<file path="config.mk">
export PLATFORM = sky130hd
export DESIGN_NAME = video_gen
export DESIGN_NICKNAME = d
export VERILOG_FILES = /design/src/verilog/video_pkg.sv /design/src/verilog/video_gen.sv /design/src/verilog/video_reg_decode.sv /design/src/verilog/video_reg_result.sv /design/src/verilog/video_timing_exec.sv
export VERILOG_INCLUDE_DIRS = /design/src /design/src/verilog
export SDC_FILE = /design/constraint.sdc
export NUM_CORES = 1
export LEC_CHECK = 0
export BUFFER_PORTS_ARGS = -buffer_cell sky130_fd_sc_hd__buf_4
export CORE_MARGIN = 5
export CORE_UTILIZATION = 48
export DETAILED_ROUTE_END_ITERATION = 6
export GPL_TIMING_DRIVEN = 0
export PLACE_DENSITY_LB_ADDON = 0.12
export SYNTH_ARGS = -nofsm -noshare
export SYNTH_HDL_FRONTEND = slang
export SYNTH_SLANG_ARGS = --single-unit
</file>
<file path="constraint.sdc">
create_clock -name clk -period 1.9 [get_ports clk]
set_input_delay 0.19 -clock clk [delete_from_list [all_inputs] [get_ports clk]]
set_output_delay 0.19 -clock clk [all_outputs]
set_load 0.01 [all_outputs]
</file>
<file path="src/verilog/video_defines.svh">
// video core constants
`ifndef VIDEO_DEFINES_SVH
`define VIDEO_DEFINES_SVH

// 640x480 horizontal timing, in pixel clocks
`define H_FRONT_PORCH   16
`define H_SYNC_PULSE    96
`define H_BACK_PORCH    48
`define H_OFFSCREEN     (`H_FRONT_PORCH + `H_SYNC_PULSE + `H_BACK_PORCH)   // 160
`define H_VISIBLE       640
`define H_TOTAL         (`H_OFFSCREEN + `H_VISIBLE)                        // 800

// vertical timing, in lines
`define V_VISIBLE       480
`define V_FRONT_PORCH   10
`define V_SYNC_PULSE    2
`define V_BACK_PORCH    33
`define V_TOTAL         (`V_VISIBLE + `V_FRONT_PORCH + `V_SYNC_PULSE + `V_BACK_PORCH)

// playfield fetch window within a line
`define H_MEM_BEGIN     (`H_OFFSCREEN - 64)     // prefetch starts early
`define H_MEM_END       (`H_TOTAL - 8)          // and can stop a bit early

`define TILES_WIDE      80                      // default words per line
`define BORDER_RESET    8'h08                   // dark grey, shows the core is alive

// register numbers
`define XR_VID_CTRL     6'h00
`define XR_VID_INTR     6'h03
`define XR_VID_LEFT     6'h04
`define XR_VID_RIGHT    6'h05
`define XR_SCANLINE     6'h08
`define XR_VID_HSIZE    6'h0A
`define XR_VID_VSIZE    6'h0B
`define XR_PA_GFX_CTRL  6'h10
`define XR_PA_DISP_ADDR 6'h12
`define XR_PA_LINE_LEN  6'h13
`define XR_PA_HV_SCROLL 6'h14
`define XR_PA_LINE_ADDR 6'h16

`endif

</file>
<file path="src/verilog/video_pkg.sv">
// video core types
`default_nettype none

package video_pkg;

    // register data word, also a memory word address
    typedef logic [15:0] word_t;

    // horizontal pixel count, up to 1023
    typedef logic [9:0] hres_t;

    // vertical line count, up to 1023
    typedef logic [9:0] vres_t;

    // palette index
    typedef logic [7:0] color_t;

    // register number on the write and read port
    typedef logic [5:0] reg_num_t;

endpackage

`default_nettype wire

</file>
<file path="src/verilog/video_gen.sv">
// video generator top
`include "video_defines.svh"
`default_nettype none
`timescale 1ns/1ps

module video_gen (
    input  wire logic                  clk,
    input  wire logic                  reset_i,
    input  wire logic                  reg_wr_en_i,
    input  wire video_pkg::reg_num_t   reg_num_i,
    input  wire video_pkg::word_t      reg_data_i,
    output video_pkg::word_t           reg_data_o,
    output logic                       hsync_o,
    output logic                       vsync_o,
    output logic                       dv_de_o,
    output logic                       h_blank_o,
    output logic                       v_blank_o,
    output logic                       mem_fetch_o,
    output logic                       video_intr_o,
    output video_pkg::color_t          border_color_o,
    output logic                       pf_blank_o,
    output video_pkg::color_t          pf_colorbase_o,
    output logic                       pf_bitmap_o,
    output logic [1:0]                 pf_bpp_o,
    output logic [1:0]                 pf_h_repeat_o,
    output logic [1:0]                 pf_v_repeat_o,
    output video_pkg::word_t           pf_start_addr_o,
    output video_pkg::word_t           pf_line_len_o,
    output video_pkg::word_t           pf_line_addr_o,
    output logic [4:0]                 pf_fine_hscroll_o,
    output logic [5:0]                 pf_fine_vscroll_o,
    output logic                       pf_line_addr_set_o
);
    import video_pkg::*;

    hres_t vid_left;
    hres_t vid_right;
    vres_t v_count;                                 // for SCANLINE read
    logic  intr_req;                                // VID_INTR write

    video_reg_decode decode (
        .clk                (clk),
        .reset_i            (reset_i),
        .reg_wr_en_i        (reg_wr_en_i),
        .reg_num_i          (reg_num_i),
        .reg_data_i         (reg_data_i),
        .border_color_o     (border_color_o),
        .vid_left_o         (vid_left),
        .vid_right_o        (vid_right),
        .intr_req_o         (intr_req),
        .pf_blank_o         (pf_blank_o),
        .pf_colorbase_o     (pf_colorbase_o),
        .pf_bitmap_o        (pf_bitmap_o),
        .pf_bpp_o           (pf_bpp_o),
        .pf_h_repeat_o      (pf_h_repeat_o),
        .pf_v_repeat_o      (pf_v_repeat_o),
        .pf_start_addr_o    (pf_start_addr_o),
        .pf_line_len_o      (pf_line_len_o),
        .pf_line_addr_o     (pf_line_addr_o),
        .pf_fine_hscroll_o  (pf_fine_hscroll_o),
        .pf_fine_vscroll_o  (pf_fine_vscroll_o),
        .pf_line_addr_set_o (pf_line_addr_set_o)
    );

    video_timing_exec execute (
        .clk          (clk),
        .reset_i      (reset_i),
        .pf_blank_i   (pf_blank_o),
        .intr_req_i   (intr_req),
        .v_count_o    (v_count),
        .hsync_o      (hsync_o),
        .vsync_o      (vsync_o),
        .dv_de_o      (dv_de_o),
        .h_blank_o    (h_blank_o),
        .v_blank_o    (v_blank_o),
        .mem_fetch_o  (mem_fetch_o),
        .video_intr_o (video_intr_o)
    );

    video_reg_result result (
        .clk               (clk),
        .reg_num_i         (reg_num_i),
        .v_count_i         (v_count),
        .border_color_i    (border_color_o),
        .vid_left_i        (vid_left),
        .vid_right_i       (vid_right),
        .pf_blank_i        (pf_blank_o),
        .pf_colorbase_i    (pf_colorbase_o),
        .pf_bitmap_i       (pf_bitmap_o),
        .pf_bpp_i          (pf_bpp_o),
        .pf_h_repeat_i     (pf_h_repeat_o),
        .pf_v_repeat_i     (pf_v_repeat_o),
        .pf_start_addr_i   (pf_start_addr_o),
        .pf_line_len_i     (pf_line_len_o),
        .pf_line_addr_i    (pf_line_addr_o),
        .pf_fine_hscroll_i (pf_fine_hscroll_o),
        .pf_fine_vscroll_i (pf_fine_vscroll_o),
        .reg_data_o        (reg_data_o)
    );

endmodule

`default_nettype wire

</file>
<file path="src/verilog/video_reg_decode.sv">
// video register write decode
`include "video_defines.svh"
`default_nettype none
`timescale 1ns/1ps

module video_reg_decode (
    input  wire logic                  clk,
    input  wire logic                  reset_i,
    input  wire logic                  reg_wr_en_i,
    input  wire video_pkg::reg_num_t   reg_num_i,
    input  wire video_pkg::word_t      reg_data_i,
    output video_pkg::color_t          border_color_o,
    output video_pkg::hres_t           vid_left_o,
    output video_pkg::hres_t           vid_right_o,
    output logic                       intr_req_o,
    output logic                       pf_blank_o,
    output video_pkg::color_t          pf_colorbase_o,
    output logic                       pf_bitmap_o,
    output logic [1:0]                 pf_bpp_o,
    output logic [1:0]                 pf_h_repeat_o,
    output logic [1:0]                 pf_v_repeat_o,
    output video_pkg::word_t           pf_start_addr_o,
    output video_pkg::word_t           pf_line_len_o,
    output video_pkg::word_t           pf_line_addr_o,
    output logic [4:0]                 pf_fine_hscroll_o,
    output logic [5:0]                 pf_fine_vscroll_o,
    output logic                       pf_line_addr_set_o
);
    import video_pkg::*;

    reg_num_t wr_num;                               // number of the register being written

    assign wr_num = reg_wr_en_i ? reg_num_i : 6'h3F;    // 3F has no register behind it

    // interrupt request goes straight to the timing block, which registers it
    assign intr_req_o = (wr_num == `XR_VID_INTR);

    always_ff @(posedge clk) begin
        if (reset_i) begin
            border_color_o     <= `BORDER_RESET;
            vid_left_o         <= '0;
            vid_right_o        <= hres_t'(`H_VISIBLE);
            pf_blank_o         <= 1'b1;             // playfield starts blanked
            pf_colorbase_o     <= '0;
            pf_bitmap_o        <= 1'b0;
            pf_bpp_o           <= '0;
            pf_h_repeat_o      <= '0;
            pf_v_repeat_o      <= '0;
            pf_start_addr_o    <= '0;
            pf_line_len_o      <= word_t'(`TILES_WIDE);
            pf_line_addr_o     <= '0;
            pf_fine_hscroll_o  <= '0;
            pf_fine_vscroll_o  <= '0;
            pf_line_addr_set_o <= 1'b0;
        end else begin
            pf_line_addr_set_o <= 1'b0;             // strobe lasts one cycle
            case (wr_num)
                `XR_VID_CTRL: begin
                    border_color_o <= reg_data_i[7:0];
                end
                `XR_VID_LEFT: begin
                    vid_left_o <= reg_data_i[9:0];
                end
                `XR_VID_RIGHT: begin
                    vid_right_o <= reg_data_i[9:0];
                end
                `XR_PA_GFX_CTRL: begin
                    pf_colorbase_o <= reg_data_i[15:8];
                    pf_blank_o     <= reg_data_i[7];
                    pf_bitmap_o    <= reg_data_i[6];
                    pf_bpp_o       <= reg_data_i[5:4];
                    pf_h_repeat_o  <= reg_data_i[3:2];
                    pf_v_repeat_o  <= reg_data_i[1:0];
                end
                `XR_PA_DISP_ADDR: begin
                    pf_start_addr_o <= reg_data_i;
                end
                `XR_PA_LINE_LEN: begin
                    pf_line_len_o <= reg_data_i;
                end
                `XR_PA_HV_SCROLL: begin
                    pf_fine_hscroll_o <= reg_data_i[12:8];
                    pf_fine_vscroll_o <= reg_data_i[5:0];
                end
                `XR_PA_LINE_ADDR: begin
                    pf_line_addr_o     <= reg_data_i;
                    pf_line_addr_set_o <= 1'b1;     // playfield reloads its line address
                end
                default: begin
                end
            endcase
        end
    end

endmodule

`default_nettype wire

</file>
<file path="src/verilog/video_reg_result.sv">
// register read-back
`include "video_defines.svh"
`default_nettype none
`timescale 1ns/1ps

module video_reg_result (
    input  wire logic                  clk,
    input  wire video_pkg::reg_num_t   reg_num_i,
    input  wire video_pkg::vres_t      v_count_i,
    input  wire video_pkg::color_t     border_color_i,
    input  wire video_pkg::hres_t      vid_left_i,
    input  wire video_pkg::hres_t      vid_right_i,
    input  wire logic                  pf_blank_i,
    input  wire video_pkg::color_t     pf_colorbase_i,
    input  wire logic                  pf_bitmap_i,
    input  wire logic [1:0]            pf_bpp_i,
    input  wire logic [1:0]            pf_h_repeat_i,
    input  wire logic [1:0]            pf_v_repeat_i,
    input  wire video_pkg::word_t      pf_start_addr_i,
    input  wire video_pkg::word_t      pf_line_len_i,
    input  wire video_pkg::word_t      pf_line_addr_i,
    input  wire logic [4:0]            pf_fine_hscroll_i,
    input  wire logic [5:0]            pf_fine_vscroll_i,
    output video_pkg::word_t           reg_data_o
);
    import video_pkg::*;

    word_t rd_vid;                                  // video control group
    word_t rd_pf;                                   // playfield A group

    always_comb begin
        case (reg_num_i[3:0])
            4'(`XR_VID_CTRL):  rd_vid = {8'h00, border_color_i};
            4'(`XR_VID_LEFT):  rd_vid = 16'(vid_left_i);
            4'(`XR_VID_RIGHT): rd_vid = 16'(vid_right_i);
            4'(`XR_SCANLINE):  rd_vid = 16'(v_count_i);
            4'(`XR_VID_HSIZE): rd_vid = 16'(`H_VISIBLE);
            4'(`XR_VID_VSIZE): rd_vid = 16'(`V_VISIBLE);
            default:           rd_vid = '0;        // VID_INTR is write only
        endcase
    end

    always_comb begin
        case (reg_num_i[3:0])
            4'(`XR_PA_GFX_CTRL):  rd_pf = {pf_colorbase_i, pf_blank_i, pf_bitmap_i,
                                           pf_bpp_i, pf_h_repeat_i, pf_v_repeat_i};
            4'(`XR_PA_DISP_ADDR): rd_pf = pf_start_addr_i;
            4'(`XR_PA_LINE_LEN):  rd_pf = pf_line_len_i;
            4'(`XR_PA_HV_SCROLL): rd_pf = {3'b000, pf_fine_hscroll_i, 2'b00, pf_fine_vscroll_i};
            4'(`XR_PA_LINE_ADDR): rd_pf = pf_line_addr_i;
            default:              rd_pf = '0;
        endcase
    end

    // nothing lives above 0x1F
    always_ff @(posedge clk) begin
        if (reg_num_i[5]) begin
            reg_data_o <= '0;
        end else begin
            reg_data_o <= reg_num_i[4] ? rd_pf : rd_vid;
        end
    end

endmodule

`default_nettype wire

</file>
<file path="src/verilog/video_timing_exec.sv">
// raster timing and fetch window
`include "video_defines.svh"
`default_nettype none
`timescale 1ns/1ps

module video_timing_exec (
    input  wire logic          clk,
    input  wire logic          reset_i,
    input  wire logic          pf_blank_i,
    input  wire logic          intr_req_i,
    output video_pkg::vres_t   v_count_o,
    output logic               hsync_o,
    output logic               vsync_o,
    output logic               dv_de_o,
    output logic               h_blank_o,
    output logic               v_blank_o,
    output logic               mem_fetch_o,
    output logic               video_intr_o
);
    import video_pkg::*;

    hres_t h_count;
    vres_t v_count;
    logic  end_of_line;
    logic  end_of_frame;
    logic  end_of_visible;
    logic  h_visible;
    logic  v_visible;
    logic  mem_fetch;                               // fetch window, before blank gating
    logic  mem_fetch_next;

    assign end_of_line    = (h_count == hres_t'(`H_TOTAL - 1));
    assign end_of_frame   = end_of_line && (v_count == vres_t'(`V_TOTAL - 1));
    assign end_of_visible = end_of_line && (v_count == vres_t'(`V_VISIBLE - 1));

    assign h_visible = (h_count >= hres_t'(`H_OFFSCREEN));    // border and sync come first
    assign v_visible = (v_count < vres_t'(`V_VISIBLE));

    assign hsync_o   = (h_count >= hres_t'(`H_FRONT_PORCH)) &&
                       (h_count < hres_t'(`H_FRONT_PORCH + `H_SYNC_PULSE));
    assign vsync_o   = (v_count >= vres_t'(`V_VISIBLE + `V_FRONT_PORCH)) &&
                       (v_count < vres_t'(`V_VISIBLE + `V_FRONT_PORCH + `V_SYNC_PULSE));
    assign dv_de_o   = h_visible && v_visible;
    assign h_blank_o = ~h_visible;
    assign v_blank_o = ~v_visible;
    assign v_count_o = v_count;

    // open at H_MEM_BEGIN, hold until H_MEM_END, only on visible lines
    assign mem_fetch_next = (mem_fetch ? (h_count != hres_t'(`H_MEM_END))
                                       : (h_count == hres_t'(`H_MEM_BEGIN))) && v_visible;
    assign mem_fetch_o    = mem_fetch && !pf_blank_i;

    always_ff @(posedge clk) begin
        if (reset_i) begin
            h_count      <= '0;
            v_count      <= '0;
            mem_fetch    <= 1'b0;
            video_intr_o <= 1'b0;
        end else begin
            mem_fetch    <= mem_fetch_next;
            video_intr_o <= end_of_visible || intr_req_i;   // vblank start or forced by write
            if (end_of_line) begin
                h_count <= '0;
                if (end_of_frame) begin
                    v_count <= '0;
                end else begin
                    v_count <= v_count + 1'b1;
                end
            end else begin
                h_count <= h_count + 1'b1;
            end
        end
    end

endmodule

`default_nettype wire
</file>
## Word-level counts from Yosys, hierarchy flattened

Index checks and enable logic that the tools add are counted.

| storage, ports and cells | value |
|---|---|
| register bits after elaboration | 142 |
| bits in latches | 0 |
| bits in writable memories | 0 |
| memory bits (read-only) | 0 |
| output and inout bits | 107 |
| word-level logic and storage cells | 70 |
| memories kept | 0 |

| operators by class | value |
|---|---|
| add/subtract/negate cells | 2 |
| $mul | 0 |
| divide/modulo/power cells | 0 |
| magnitude comparators | 6 |
| equality and inequality tests | 21 |
| shifts and indexed selects | 0 |
| mux-type cells | 7 |
| bitwise operators | 2 |
| reduce and logical (&&, ||, !) cells | 12 |

Operators with widths:

| operator | count |
|---|---|
| case mux 16 bit (5 select lines) | 1 |
| case mux 10 bit (6 select lines) | 1 |
| equality test 6 x 5 -> 1 bit, second input constant | 5 |
| adder 10 x 1 -> 10 bit, second input constant | 2 |
| equality test 10 bit, second input constant | 2 |
| < comparator 10 x 9 -> 1 bit, second input constant | 2 |
| two-way mux 16 bit | 1 |
| equality test 4 x 3 -> 1 bit, second input constant | 3 |
| equality test 4 bit, second input constant | 3 |
| equality test 6 x 3 -> 1 bit, second input constant | 2 |
| equality test 10 x 7 -> 1 bit, second input constant | 1 |
| equality test 10 x 9 -> 1 bit, second input constant | 1 |
| greater-or-equal comparator 10 x 5 -> 1 bit, second input constant | 1 |
| greater-or-equal comparator 10 x 8 -> 1 bit, second input constant | 1 |
| greater-or-equal comparator 10 x 9 -> 1 bit, second input constant | 1 |
| < comparator 10 x 7 -> 1 bit, second input constant | 1 |
| two-way mux 10 bit | 1 |
| inequality test 10 bit, second input constant | 1 |
| equality test 4 x 2 -> 1 bit, second input constant | 2 |
| logical AND 1 bit | 7 |
| equality test 6 x 2 -> 1 bit, second input constant | 1 |
| logical NOT 6 bit | 1 |
| two-way mux 6 bit | 1 |
| logical NOT 4 bit | 1 |
| 5 further kinds | 7 |

## Logic depth before layout (Yosys ltp)

| logic depth | value |
|---|---|
| depth after elaboration | 3 |
| gate-level depth with buffers | 8 |
| depth with buffers taken out | 6 |

## By module

A second synthesis with hierarchy kept.

| unflattened totals | value |
|---|---|
| cells, all modules | 668 |
| area total of the unflattened synthesis | 6630.1 sq um |

By module, submodules not included:

| module | instances | cells an instance | area each (sq um) | sequential area each (sq um) |
|---|---|---|---|---|
| video_reg_decode | 1 | 381 | 4142.7 | 2082.0 |
| video_reg_result | 1 | 154 | 1332.5 | 320.3 |
| video_timing_exec | 1 | 133 | 1154.9 | 440.4 |

## Least setup slack after synthesis

Ideal clock, no wire load.

| timing | value |
|---|---|
| path type | reg2reg |
| start | register execute.h_count[0] |
| end | register execute.v_count[9], in the netlist execute.v_count_o[9] |
| library setup time | 0.060 ns |
| arrival | 1.590 ns |
| required time | 1.840 ns |
| path slack | 0.249 ns |
| stages on the path, launching flop included | 6 |
| path buffers | 0 |
| cell sequence | dfxtp_1 -> ha_1 -> nand3_1 -> nor4_2 -> mux2i_1 -> o2111a_1 |

| on the way | value |
|---|---|
| word-level cells in the longest chain between the ends | 3 |

RTL lines:

| item | line | RTL |
|---|---|---|
| from (decl) | video_timing_exec.sv:22 | `hres_t h_count;` |
| from (signal assigned) | video_timing_exec.sv:70 | `h_count <= h_count + 1'b1;` |
| equality test 10 bit * | video_timing_exec.sv:32 | `` assign end_of_line = (h_count == hres_t'(`H_TOTAL - 1)); `` |
| logical AND 1 bit | video_timing_exec.sv:33 | `` assign end_of_frame = end_of_line && (v_count == vres_t'(`V_TOTAL - 1)); `` |
| two-way mux 10 bit | video_timing_exec.sv:64 | `if (end_of_frame) begin` |
| to (signal assigned) | video_timing_exec.sv:67 | `v_count <= v_count + 1'b1;` |
| to (decl) | video_timing_exec.sv:23 | `vres_t v_count;` |

Every way passes the cells marked *; elsewhere a longest branch is shown, timed or not.
A chain may end at the register's enable or synchronous reset.

## Worst setup path after layout

| timing | value |
|---|---|
| start | register execute.v_count[8], in the netlist execute.v_count_o[8] |
| end | output port vsync_o |

| on the way | value |
|---|---|
| word-level cells in the longest chain between the ends | 2 |
| elaborated cells on any way between the ends | 3 |
| those cells by class | 2 x order compare; 1 x reduce/logical |

RTL lines:

| item | line | RTL |
|---|---|---|
| greater-or-equal comparator 10 x 9 -> 1 bit / < comparator 10 x 9 -> 1 bit (equally long branches) | video_timing_exec.sv:41, video_timing_exec.sv:42 |  |
| logical AND 1 bit * | video_timing_exec.sv:41 | `` assign vsync_o = (v_count >= vres_t'(`V_VISIBLE + `V_FRONT_PORCH)) && `` |
| to (decl) | video_gen.sv:14 | `output logic vsync_o,` |

Marked as above.

==> results.md <==
- Static Leakage: 0.003086 µW
- Reg clk slew, reported paths: 60 ps
- Worst slew pin tran: 1202 ps
- Crit Path Max Fanout: 6
- Worst Slack Setup Final: 41.54 ps
- Area growth, synth to finish: 28.08%
- First-pass iteration count of the detailed router: 5
- Post-CTS Hold Buffers: 0
- FILL cells: 1131
- Yosys warns: 0
- Yosys top cell area share: 44.89%
- Final hold violations: 0
- Pwr per Cell Area: 817.8 nW/µm²
- Storage element area: 2853 µm²
- Die Area: 15590 µm²
- Synthesized instance count: 697
- Drt wl/cell: 20.44 µm
- Fin util: 61.98%
- Int Pwr: 5035 µW
- Vias: 5931
- Cell Area, Synth: 6332 µm²
- Synth top area cells: dfxtp_1, mux2i_1, nand2_1
- Vias/cell: 5.786
- Combinational Power Share: 5.5%
- CTS H-tree depth: 4
- Clk_lat worst skew: 430 ps
- CP Launch Type: flip-flop
- P_sw: 1597 µW
- Switching share of power: 24.08%
- Initial DRC Count: 358
- Slowest cell on crit path: dfxtp_1
- CTS buffer count: 17
- Seq pwr share: 45.3%
- Routability cong.: 0.8977
- GR Overflow Total: 0
- Initial antenna violation count: 0
- Final max-slew violation count: 0
- Std-Cell Rows: 42
- Max Freq: 538.1 MHz
- CP cell instances: nand4_1, buf_4, nor3_4, buf_6
- Multi-input gate area: 3179 µm²
- Clk buf depth: 2
- Share of cells above drive strength 1: 24.26%
- Total GRT Usage: 26.28%
- Design area: 8110 µm²
- DRT antenna net count: 0
- Pre-CTS setup slack: -200.2 ps
- TNS Setup: 0 ps
- Synth cell types: 65
- Final period utilization: 97.81%
- IO Pins: 132
- Global-route wire length before repair: 32.02 mm
- Most frequent cells in the layout: dfxtp_1, buf_4, nand2_1
- Final setup fails: 0
- EDFF count, synth: 0
- Core Area: 13090 µm²
- Final min period: 1858 ps
- Vias in the first global route: 5755
- Setup Skew: 5.926 ps
- WP data arrival: 1670 ps
- CTS tree: done
- Largest net degree at the start of global routing: 17
- WL final: 20.95 mm
- Die outline height: 124.9 µm
- Register area share after synthesis: 44.89%
- WP data required: 1710 ps
- Buffers on Ports: 123
- Synth Net Count: 726
- Async S/R FF share, synth: 0%
- Starting density of the core: 48.39%
- Slew margin rel.: 19.35%
- DIE WIDTH: 124.9 µm
- DR DRC count: 0
- Cell taking the most area after synthesis: dfxtp_1
- VDD IR-drop max: 0.5636 mV
- N_diodes: 0
- Clk pwr share: 49.2%
- Most common cell after layout, fill and taps aside: dfxtp_1
- Syn avg cell area: 9.085 µm²
- Critical path capture point type: output pin
- Final #Nets: 865
- Placed Area: 7476 µm²
- Clk root buf: clkbuf_16
- CP Class: reg2out
- Commonest register cell after synthesis: dfxtp_1
- Critical path's largest stage delay: 460 ps
- Hpwl dp: 14.93 mm
- Worst Hold Class: in2reg
- Status: finished, final reports clean
- Max Cap Violations: 0
- FF+latch count, synth: 142
- Clock sink count: 142
==> cells in the mapped netlist (5+ instances only) <==
library cell,instances
dfxtp_1,142
nand2_1,84
nor2_1,83
mux2i_1,79
a21oi_1,46
nand3_1,40
clkbuf_1,35
a22oi_1,20
nor3_1,11
buf_2,9
xnor2_1,9
a221oi_1,8
buf_4,8
inv_1,8
o211ai_1,8
a31oi_1,7
nand4_1,7
nor4_1,5
o2bb2ai_1,5
xor2_1,5
==> area by class of cell <==
cell class                      count  share of cell area [%]
Clock inverter                     15                   1.805
Multi-Input combinational cell    487                   39.20
Timing Repair Buffer              125                   11.62
Inverter                            8                  0.3703
Buffer                             55                   3.872
Tap cell                          176                   2.715
Sequential cell                   142                   35.17
Clock buffer                       17                   5.245
==> sequential cells by signal, summed over array words and instances, names as in the netlist, 8 cells and up <==
register	cells
decode.pf_line_len_o	16
decode.pf_line_addr_o	16
decode.pf_colorbase_o	8
execute.h_count	10
decode.vid_right_o	10
decode.border_color_o	8
execute.v_count_o	10
decode.pf_start_addr_o	16
result.reg_data_o	16
decode.vid_left_o	10
==> worst paths after layout <==
| check | slack, ps | to | from | depth (start not counted) |
|---|---|---|---|---|
| worst max-delay path | 40 | vsync_o | execute.v_count_o[8] | 4 |
| worst max register to register | 120 | execute.v_count_o[6] | execute.h_count[0] | 5 |
| worst min-delay path | 30 | decode.pf_colorbase_o[6] | reg_data_i[14] | 3 |
| worst min register to register | 450 | decode.vid_right_o[5] | decode.vid_right_o[5] | 2 |
==> logic make-up (layout without fill, tap and decap cells) <==
kind of cell	count (synthesis)	after routing	share of synthesized area, %
AOI/OAI and AO/OA	113	113	11.99
xor gates and xnor gates	14	14	1.936
adders and majority gates	4	4	0.7904
buffers and inverters	68	220	5.730
DFF	142	142	44.89
muxes	80	80	12.67
and+or+nand+nor	276	276	21.99
==> worst max-delay path: cells and delay by family, from the launching register on <==
kind	cells	cell delay [ps]
flops	1	460
buf+inv	2	340
simple gates	2	440
==> per-layer routing <==
layer	routed length (µm)	GRT usage, %
met1	8763	33.08
met2	9834	42.33
met3	1738	6.775
met4	613	11.93
met5	0	0
==> through the flow <==
step / std cells / hold WS (ps) / total power (µW)
2_1_floorplan: 697 / 314.0 / 3274
3_3_place_gp: 996 / 441.8 / 3427
3_5_place_dp: 996 / 445.3 / 3431
4_1_cts: 1024 / 18.91 / 6656
5_1_grt: 1025 / 37.87 / 6809
6_report: 1025 / 34.05 / 6632
==> power by group through the flow <==
stage	combinational [µW]	sequential [µW]	clock, µW
3_3_place_gp	353	3070	0
3_5_place_dp	357	3070	0
4_1_cts	360	3010	3290
6_report	365	3010	3260
2_1_floorplan	199	3080	0
5_1_grt	387	3010	3410
==> repair_timing <==
action,4_1_cts,5_1_grt
setup endpoints to repair,5,9
setup buffers,1,1
gates resized for setup,14,3
pin swaps,3,2
Note: power is estimated with default switching activity, not from simulation.
